==> config.mk <==
export PLATFORM = sky130hd
export DESIGN_NAME = alu_lane
export DESIGN_NICKNAME = d
export VERILOG_FILES = /design/src/core_pkg.sv /design/src/opcode_decoder.sv /design/src/alu.sv /design/src/alu_lane.sv
export SDC_FILE = /design/constraint.sdc
export NUM_CORES = 1
export LEC_CHECK = 0
export CAP_MARGIN = 10
export CORE_MARGIN = 2
export CORE_UTILIZATION = 25
export CTS_CLUSTER_DIAMETER = 50
export CTS_CLUSTER_SIZE = 30
export DETAILED_ROUTE_END_ITERATION = 6
export DONT_BUFFER_PORTS = 1
export SYNTH_ARGS = -nofsm -noshare
export SYNTH_HDL_FRONTEND = slang
export SYNTH_SLANG_ARGS = --single-unit
==> constraint.sdc <==
create_clock -name clk -period 5.2 [get_ports clk]
set_clock_uncertainty 0.15 [all_clocks]
set_input_delay 1.04 -clock clk [delete_from_list [all_inputs] [get_ports clk]]
set_output_delay 1.04 -clock clk [all_outputs]
set_load 0.03 [all_outputs]
==> src/core_pkg.sv <==
package core_pkg;

  localparam int DATA_WIDTH     = 32;
  localparam int NUM_REGS       = 32;
  localparam int REG_ADDR_WIDTH = 5;
  localparam int MEM_WORDS      = 64;
  localparam int MEM_ADDR_WIDTH = 6;

  // instruction fields
  localparam int OPCODE_MSB = 31;
  localparam int OPCODE_LSB = 26;
  localparam int RS_MSB     = 25;
  localparam int RS_LSB     = 21;
  localparam int RT_MSB     = 20;
  localparam int RT_LSB     = 16;
  localparam int RD_MSB     = 15;
  localparam int RD_LSB     = 11;
  localparam int SHAMT_MSB  = 10;
  localparam int SHAMT_LSB  = 6;
  localparam int IMM_MSB    = 15;
  localparam int IMM_LSB    = 0;

  typedef logic [DATA_WIDTH-1:0]          data_t;
  typedef logic [DATA_WIDTH-1:0]          inst_t;
  typedef logic [REG_ADDR_WIDTH-1:0]      reg_addr_t;
  typedef logic [IMM_MSB-IMM_LSB:0]       imm_t;
  typedef logic [SHAMT_MSB-SHAMT_LSB:0]   shamt_t;
  typedef logic [MEM_ADDR_WIDTH-1:0]      mem_addr_t;

  // anything not listed decodes as a nop
  typedef enum logic [OPCODE_MSB-OPCODE_LSB:0] {
    OP_NOP  = 6'd0,
    OP_ADD  = 6'd1,
    OP_SUB  = 6'd2,
    OP_AND  = 6'd3,
    OP_OR   = 6'd4,
    OP_XOR  = 6'd5,
    OP_SLT  = 6'd6,
    OP_SLL  = 6'd7,
    OP_ADDI = 6'd8,
    OP_LW   = 6'd9,
    OP_SW   = 6'd10
  } opcode_e;

  typedef enum logic [2:0] {
    ALU_ADD, ALU_SUB, ALU_AND, ALU_OR, ALU_XOR, ALU_SLT, ALU_SLL
  } alu_op_e;

endpackage

==> src/opcode_decoder.sv <==
`timescale 1ns/100ps

module opcode_decoder
  import core_pkg::*;
(
  input  opcode_e opcode,
  output alu_op_e alu_op,
  output logic    use_imm,
  output logic    dest_is_rd,
  output logic    writes_reg,
  output logic    is_load,
  output logic    is_store
);

  // alu operation, memory ops and addi reuse the adder
  always_comb begin
    case (opcode)
      OP_SUB:  alu_op = ALU_SUB;
      OP_AND:  alu_op = ALU_AND;
      OP_OR:   alu_op = ALU_OR;
      OP_XOR:  alu_op = ALU_XOR;
      OP_SLT:  alu_op = ALU_SLT;
      OP_SLL:  alu_op = ALU_SLL;
      default: alu_op = ALU_ADD;
    endcase
  end

  // control flags
  always_comb begin
    use_imm    = 1'b0;
    dest_is_rd = 1'b0;
    writes_reg = 1'b0;
    is_load    = 1'b0;
    is_store   = 1'b0;
    case (opcode)
      OP_ADD, OP_SUB, OP_AND, OP_OR, OP_XOR, OP_SLT, OP_SLL: begin
        dest_is_rd = 1'b1;
        writes_reg = 1'b1;
      end
      OP_ADDI: begin
        use_imm    = 1'b1;
        writes_reg = 1'b1;
      end
      OP_LW: begin
        use_imm    = 1'b1;
        writes_reg = 1'b1;
        is_load    = 1'b1;
      end
      OP_SW: begin
        use_imm  = 1'b1;
        is_store = 1'b1;
      end
      default: ;
    endcase
  end

endmodule

==> src/alu.sv <==
`timescale 1ns/100ps

module alu
  import core_pkg::*;
(
  input  alu_op_e alu_op,
  input  data_t   a,
  input  data_t   b,
  input  shamt_t  shamt,
  output data_t   result
);

  logic a_lt_b;

  // signed compare for slt
  assign a_lt_b = $signed(a) < $signed(b);

  always_comb begin
    case (alu_op)
      ALU_ADD: result = a + b;
      ALU_SUB: result = a - b;
      ALU_AND: result = a & b;
      ALU_OR:  result = a | b;
      ALU_XOR: result = a ^ b;
      ALU_SLT: result = data_t'(a_lt_b);
      // shift operand comes from rt
      ALU_SLL: result = b << shamt;
      default: result = '0;
    endcase
  end

endmodule

==> src/alu_lane.sv <==
`timescale 1ns/100ps

module alu_lane
  import core_pkg::*;
(
  input  logic      clk,
  input  logic      rst,
  input  logic      issue_valid,
  input  inst_t     inst,
  input  data_t     rs_data,
  input  data_t     rt_data,
  input  logic      peer_res_valid,
  input  reg_addr_t peer_res_dest,
  input  data_t     peer_res_data,
  output logic      res_valid,
  output reg_addr_t res_dest,
  output data_t     res_data
);

  logic      ex_valid;
  inst_t     ex_inst;
  data_t     ex_rs_data;
  data_t     ex_rt_data;
  reg_addr_t ex_rs;
  reg_addr_t ex_rt;
  reg_addr_t ex_rd;
  alu_op_e   alu_op;
  logic      use_imm;
  logic      dest_is_rd;
  logic      writes_reg;
  logic      is_load;
  logic      is_store;
  data_t     fwd_a;
  data_t     fwd_b;
  data_t     alu_result;
  reg_addr_t dest;
  logic      wb_en;

  //////////////////////////////////////////////////////////////////////
  // issue register

  always_ff @(posedge clk) begin
    if (rst) begin
      ex_valid <= 1'b0;
    end else begin
      ex_valid <= issue_valid;
    end
  end

  always_ff @(posedge clk) begin
    ex_inst    <= inst;
    ex_rs_data <= rs_data;
    ex_rt_data <= rt_data;
  end

  assign ex_rs = ex_inst[RS_MSB:RS_LSB];
  assign ex_rt = ex_inst[RT_MSB:RT_LSB];
  assign ex_rd = ex_inst[RD_MSB:RD_LSB];

  //////////////////////////////////////////////////////////////////////
  // execute

  opcode_decoder decoder_i (
    .opcode     (opcode_e'(ex_inst[OPCODE_MSB:OPCODE_LSB])),
    .alu_op     (alu_op),
    .use_imm    (use_imm),
    .dest_is_rd (dest_is_rd),
    .writes_reg (writes_reg),
    .is_load    (is_load),
    .is_store   (is_store)
  );

  // lane 1 is younger, so its result wins over ours
  always_comb begin
    if (peer_res_valid && peer_res_dest == ex_rs) begin
      fwd_a = peer_res_data;
    end else if (res_valid && res_dest == ex_rs) begin
      fwd_a = res_data;
    end else begin
      fwd_a = ex_rs_data;
    end
    if (peer_res_valid && peer_res_dest == ex_rt) begin
      fwd_b = peer_res_data;
    end else if (res_valid && res_dest == ex_rt) begin
      fwd_b = res_data;
    end else begin
      fwd_b = ex_rt_data;
    end
  end

  alu alu_i (
    .alu_op (alu_op),
    .a      (fwd_a),
    .b      (use_imm ? data_t'(imm_t'(ex_inst[IMM_MSB:IMM_LSB])) : fwd_b),
    .shamt  (shamt_t'(ex_inst[SHAMT_MSB:SHAMT_LSB])),
    .result (alu_result)
  );

  assign dest = dest_is_rd ? ex_rd : ex_rt;

  // no memory port here, loads and stores fall through as nops
  assign wb_en = ex_valid && writes_reg && !(is_load || is_store) && dest != '0;

  //////////////////////////////////////////////////////////////////////
  // writeback register

  always_ff @(posedge clk) begin
    if (rst) begin
      res_valid <= 1'b0;
    end else begin
      res_valid <= wb_en;
    end
  end

  always_ff @(posedge clk) begin
    res_dest <= dest;
    res_data <= alu_result;
  end

endmodule

==> impl_metrics.env, run 1 <==
export IMPL_overflow=0
export IMPL_numClockSinks=135
export IMPL_critPathLaunchType="flop"
export IMPL_final_max_slew_viol_count=0
export IMPL_clockBufferDepth=2
export IMPL_relSlewSlack_pct=29.0
export IMPL_avgSynthCellArea_um2=7.70
export IMPL_seq_power_share_pct=33.9
export IMPL_die_h_um=219
export IMPL_hpwl_um=44000
export IMPL_clk_latency_ns=0.45
export IMPL_fin_crit_ns=4.94
export IMPL_cts_buffers=17
export IMPL_crit_path_cell_trace="xnor2_1, and2_2, nand2_2, buf_4, a211oi_1, o31a_1, inv_1, buf_4, ha_1, fa_1, a21oi_1, nor3_1, nor2_1, a21oi_1, buf_4, a221oi_2, buf_4, o41ai_1, a21oi_1, a21oi_1, mux2i_1, a211o_1"
export IMPL_max_clock_freq_ghz=0.203
export IMPL_min_path_cells=2
export IMPL_die_area_mm2=0.0478
export IMPL_cts_max_level=4
export IMPL_dp_cells=2246
export IMPL_die_w_um=219
export IMPL_ir_drop_uv=414
export IMPL_fin_hold_ws_ns=0.359
export IMPL_routedWlPerCell_um=24.0
export IMPL_worst_pin_slew_ns=1.06
export IMPL_synthesis_area_mm2=0.0115
export IMPL_rows=78
export IMPL_powerDensity_mw_per_mm2=282
export IMPL_synthFlopType="dfxtp_1"
export IMPL_first_pass_iters=6
export IMPL_p_int_mw=2.57
export IMPL_synth_simple_gate_area_share_pct=18.9
export IMPL_cp_data_required_time_ns=5.39
export IMPL_synth_adder_area_share_pct=11.0
export IMPL_p_switching_mw=1.53
export IMPL_path_buf_inv=5
export IMPL_finalNetCount=1906
export IMPL_synth_enable_flop_cells=0
export IMPL_areaGrowthSynthToFinish_pct=26.2
export IMPL_min_period_over_period_pct=94.9
export IMPL_via_per_inst=5.62
export IMPL_stdcell_count=2280
export IMPL_wl_um=54800
export IMPL_clock_root_buffer="clkbuf_16"
export IMPL_critPathKind="reg -> reg"
export IMPL_status="finished clean"
export IMPL_grt_pass1_wl_um=80400
export IMPL_initial_core_util_pct=25.4
export IMPL_clkPwrFrac_pct=32.6
export IMPL_critical_path_max_stage_delay_ns=0.47
export IMPL_ys_warn_count=0
export IMPL_ios=175
export IMPL_cts_tree="done"
export IMPL_synth_xor_area_share_pct=2.51
export IMPL_path_delay_family="compound AO/OA/AOI/OAI gates"
export IMPL_ant_nets=0
export IMPL_cp_depth=22
export IMPL_p_leak_nw=6.18
export IMPL_cp_max_fo=8
export IMPL_combPwrFrac_pct=33.5
export IMPL_async_reset_ff_share_pct=0
export IMPL_clk_pin_slew_ns=0.08
export IMPL_setup_violations=0
export IMPL_power_mw=4.10
export IMPL_syn_num_nets=1732
export IMPL_core_mm2=0.0454
export IMPL_port_buffers=0
export IMPL_antenna_found_initial=1
export IMPL_drc=0
export IMPL_netlist_cell_type_count=83
export IMPL_netSwitchingFraction_pct=37.2
export IMPL_synth_seq_cells=135
export IMPL_yosysSeqAreaShare_pct=23.5
export IMPL_synth_top_family_by_area="compound AO/OA/AOI/OAI gates"
export IMPL_diodes=0
export IMPL_vias=12807
export IMPL_grt_max_degree=42
export IMPL_hold_violations=0
export IMPL_synthCells=1495
export IMPL_synth_compound_area_share_pct=28.7
export IMPL_maxCapViolations=0
export IMPL_grtUsageTotal_pct=22.5
export IMPL_gp_congestion=0.985
export IMPL_synth_mux_area_share_pct=8.48
export IMPL_reg2regPathDepth=22
export IMPL_worstSetupEndpointType="flop"
export IMPL_worstPathArrival_ns=5.13
export IMPL_hp_class="reg -> reg"
export IMPL_grt_pass1_vias=12530
export IMPL_drt_iter0_drc=1355
export IMPL_drive_gt1_share_pct=21.3
export IMPL_cp_slowest_cell="fa_1"
[cells in the mapped netlist, types with 16 or more instances]
cell,instances,area share [%]
inv_1,93,3.0
nand3_1,41,1.8
o21ai_0,85,3.7
clkbuf_1,75,2.4
a21oi_1,95,4.1
or3_1,20,1.1
mux2_2,16,1.6
mux2i_1,65,5.6
dfxtp_1,135,23
o21a_1,39,2.5
xnor2_1,23,1.7
o22ai_1,31,1.7
a31oi_1,21,1.1
ha_1,98,11
nand2_1,129,4.2
nor2_1,130,4.2
nor3_1,40,1.7
o211ai_1,17,1.1
a221oi_1,28,2.1
[worst paths after layout]
path | start | slack, ns | to
min | ex_valid$_SDFF_PP0_ | 0.36 | res_valid$_SDFF_PP0_
max reg2reg | res_dest[2]$_DFF_P_ | 0.26 | res_data[30]$_DFF_P_
min reg2reg | ex_valid$_SDFF_PP0_ | 0.36 | res_valid$_SDFF_PP0_
max | res_dest[2]$_DFF_P_ | 0.26 | res_data[30]$_DFF_P_
[per-layer routing]
layer  up-vias  GRT usage, %  part of all wire, %  wire [um]
met2       752          37.1                   46      25100
li1       5824             -                    -          -
met1      6091          28.3                   41      22500
met3       140          4.33                  8.7       4760
met5         -             0                    0          0
met4         0          10.1                  4.3       2370
[cell families after synthesis]
family,after synthesis
compound gates,479
xor+xnor,33
fa+ha+maj,100
buf+inv,198
flops,135
mux,89
simple gates,461
[layout by cell type, fill, tap and decap left out, drive strengths merged, types with 17 or more instances in the layout]
master	instances
buf	258
dfxtp	135
nor2	130
nand2	130
ha	98
inv	96
a21oi	95
o21ai	90
mux2i	65
nand3	41
nor3	40
o21a	39
o22ai	31
a221oi	28
xnor2	23
a31oi	21
or3	20
mux2	19
o211ai	17
clkbuf	17
[worst min-delay path, stage by stage, from the launching register on]
cell and delay (ns):
dfxtp_1 0.30, nand4b_1 0.11, a21oi_1 0.05
[power by group through the flow]
| stage | clock network, mW | logic [mW] | registers [mW] |
|---|---|---|---|
| floorplan | 0 | 0.753 | 1.35 |
| CTS | 1.36 | 1.33 | 1.39 |
| finish | 1.34 | 1.37 | 1.39 |
| global route | 1.39 | 1.47 | 1.40 |
| detailed placement | 0 | 1.32 | 1.41 |
| global placement | 0 | 1.32 | 1.41 |
[registers in the layout (all words and copies together) (netlist names)]
signal,cells
ex_inst,32
ex_rs_data,32
ex_rt_data,32
res_data,32
res_dest,5
ex_valid,1
res_valid,1
[per-stage QoR]
stage | util [%] | setup WS, ns | TNS, ns | area (um2)
3_3_place_gp | 30.4 | -0.364 | -1.14 | 13800
3_5_place_dp | 30.4 | -0.452 | -1.26 | 13800
6_report | 32.0 | 0.265 | 0 | 14500
2_1_floorplan | - | 0.00209 | 0 | 11500
4_1_cts | 31.8 | 0.115 | 0 | 14400
5_1_grt | 32.0 | -0.0104 | -0.0104 | 14500
[layout make-up]
cell class | count | area (um2)
Inverter | 95 | 357
Tap cell | 600 | 751
Sequential cell | 135 | 2700
Clock inverter | 13 | 204
Timing Repair Buffer | 258 | 1970
Fill cell | 4866 | 30900
Clock buffer | 17 | 425
Multi-Input combinational cell | 1162 | 8120
[timing repair]
action,CTS,global route
setup endpoints to repair,1,10
hold buffers,0,0
gates resized for setup,1,14
cloned,0,0
buffers inserted,0,4
pin swaps,0,5
endpoints found under the hold margin,0,0
Note: power is estimated with default switching activity, not from simulation.
==> run 2: changes to the inputs <==
CORE_UTILIZATION = 44   (was 25)
==> run 2 against run 1 <==
Net effect: clock-buffer cell count did not move; routed wire length fell by 6.0%; fmax fell by 1.2%; cell area fell by 2.9%; sequential cell count did not move; critical endpoint is now res_data[0]$_DFF_P_.
==> impl_metrics.env, run 2 (synthesized netlist as in run 1, its figures left out) <==
export IMPL_status="finished clean"
export IMPL_rsz0062_at_grt="yes"
export IMPL_dpl_worst_slack_ns=-0.288
export IMPL_worstPathArrival_ns=5.17
export IMPL_p_leak_nw=6.10
export IMPL_layout_cells_most_common="buf_4"
export IMPL_cts_buffers=17
export IMPL_relSlewSlack_pct=25.0
export IMPL_ios=175
export IMPL_cts_hold_buffers=0
export IMPL_cts_tree="done"
export IMPL_areaGrowthSynthToFinish_pct=22.5
export IMPL_finalNetCount=1895
export IMPL_final_max_slew_viol_count=0
export IMPL_busiest_layer="met2"
export IMPL_max_clock_freq_ghz=0.200
export IMPL_seq_power_share_pct=34.8
export IMPL_fin_area_mm2=0.0141
export IMPL_fin_hold_ws_ns=0.351
export IMPL_initial_core_util_pct=44.4
export IMPL_ir_drop_uv=246
export IMPL_diodes=0
export IMPL_netSwitchingFraction_pct=39.9
export IMPL_drc=0
export IMPL_combPwrFrac_pct=34.4
export IMPL_clkPwrFrac_pct=30.8
export IMPL_maxCapViolations=0
export IMPL_p_switching_mw=1.60
export IMPL_grtUsageTotal_pct=36.0
export IMPL_vias=12880
export IMPL_drive_gt1_share_pct=21.1
export IMPL_cts_max_level=4
export IMPL_powerDensity_mw_per_mm2=284
export IMPL_hp_class="reg -> reg"
export IMPL_wl_um=51400
export IMPL_grtUsageMet1_pct=50.4
export IMPL_fin_crit_ns=4.99
export IMPL_die_h_um=166
export IMPL_numClockSinks=135
export IMPL_drt_iter0_drc=1529
export IMPL_antenna_found_initial=2
export IMPL_hpwl_um=41800
export IMPL_critPathLaunchType="primary input"
export IMPL_routedWlPerCell_um=25.6
export IMPL_overflow=0
export IMPL_placed_cell_area_mm2=0.0134
export IMPL_ant_nets=0
export IMPL_port_buffers=0
export IMPL_worst_pin_slew_ns=1.11
export IMPL_dp_cells=1973
export IMPL_worstSetupEndpointType="flop"
export IMPL_via_per_inst=6.42
export IMPL_clk_pin_slew_ns=0.07
export IMPL_grt_max_degree=42
export IMPL_p_int_mw=2.41
export IMPL_first_pass_iters=7
export IMPL_clk_latency_ns=0.43
export IMPL_min_period_over_period_pct=96.0
export IMPL_cp_data_required_time_ns=5.37
export IMPL_die_area_mm2=0.0275
export IMPL_grt_pass1_vias=12185
export IMPL_grtUsageMet3_pct=9.20
export IMPL_grt_pass1_wl_um=75800
export IMPL_fin_ws_ns=0.206
export IMPL_critPathKind="in -> reg"
export IMPL_stdcell_count=2006
export IMPL_core_mm2=0.0259
export IMPL_rows=59
export IMPL_cp_max_fo=19
export IMPL_final_cell_mix="242 x buf_4, 135 x dfxtp_1, 130 x nor2_1"
export IMPL_gp_congestion=0.985
export IMPL_clockBufferDepth=2
export IMPL_die_w_um=166
export IMPL_clock_root_buffer="clkbuf_16"
export IMPL_grt_util_met2_pct=54.3
export IMPL_setup_violations=0
export IMPL_hold_violations=0
run 2: cell count changes in the layout (fill, tap and decap cells not counted), sizes merged:
cell    change
buf        -11
bufinv      -4
clkinv      -4
inv        +10
run 2: layout make-up:
type | instances | area, um2
Timing Repair Buffer | 247 | 1920
Tap cell | 335 | 419
Clock buffer | 17 | 425
Fill cell | 2476 | 11800
Inverter | 95 | 357
Multi-Input combinational cell | 1162 | 8130
Sequential cell | 135 | 2700
Clock inverter | 15 | 155
run 2: layer usage:
layer  share of wire (%)  vias to the layer above
met5               0.021                        -
met4                 3.0                        2
met3                  11                      109
met2                  42                      839
met1                  43                     6144
li1                    -                     5786
run 2: timing repair:
item | in CTS | in global routing
gates resized for setup | 0 | 17
buffers inserted | 0 | 1
setup endpoints to repair | 0 | 9
run 2: power groups by stage:
| stage | Combinational [mW] | Clock [mW] | Sequential, mW |
|---|---|---|---|
| after floorplan | 0.753 | 0 | 1.35 |
| after global placement | 1.31 | 0 | 1.41 |
| after detailed placement | 1.31 | 0 | 1.41 |
| after CTS | 1.32 | 1.25 | 1.39 |
| after global routing | 1.47 | 1.28 | 1.40 |
| final | 1.38 | 1.23 | 1.39 |
run 2: worst max-delay path, cell delays in order:
cell and delay (ns):
xnor2_1 0.16, nand4_2 0.13, or2_1 0.28, buf_12 0.16, buf_4 0.16, buf_4 0.18
a31oi_1 0.14, buf_4 0.17, nand2_1 0.14, ha_1 0.40, inv_1 0.09, a21oi_1 0.19
nor2_1 0.08, o31a_1 0.31, o31ai_2 0.23, a2111oi_1 0.10, a2111oi_1 0.39, buf_4 0.21
a21oi_1 0.09, and2_1 0.19, o41ai_2 0.31
run 2: metrics by stage:
step / util (%) / total power, mW / setup TNS (ns)
global route: 54.5 / 4.15 / -0.0294
detailed placement: 51.9 / 2.72 / -2.15
floorplan: - / 2.11 / 0
finish: 54.5 / 4.01 / 0
global placement: 51.9 / 2.73 / -1.47
CTS: 54.1 / 3.96 / 0
run 2: worst paths after layout:
path / startpoint / endpoint / slack [ns] / cells past startpoint
hold / removal: ex_valid$_SDFF_PP0_ / res_valid$_SDFF_PP0_ / 0.35 / 2
setup reg to reg: ex_inst[16]$_DFF_P_ / res_data[0]$_DFF_P_ / 0.27 / 20
setup / recovery: peer_res_dest[1] / res_data[0]$_DFF_P_ / 0.21 / 21
hold reg to reg: ex_valid$_SDFF_PP0_ / res_valid$_SDFF_PP0_ / 0.35 / 2
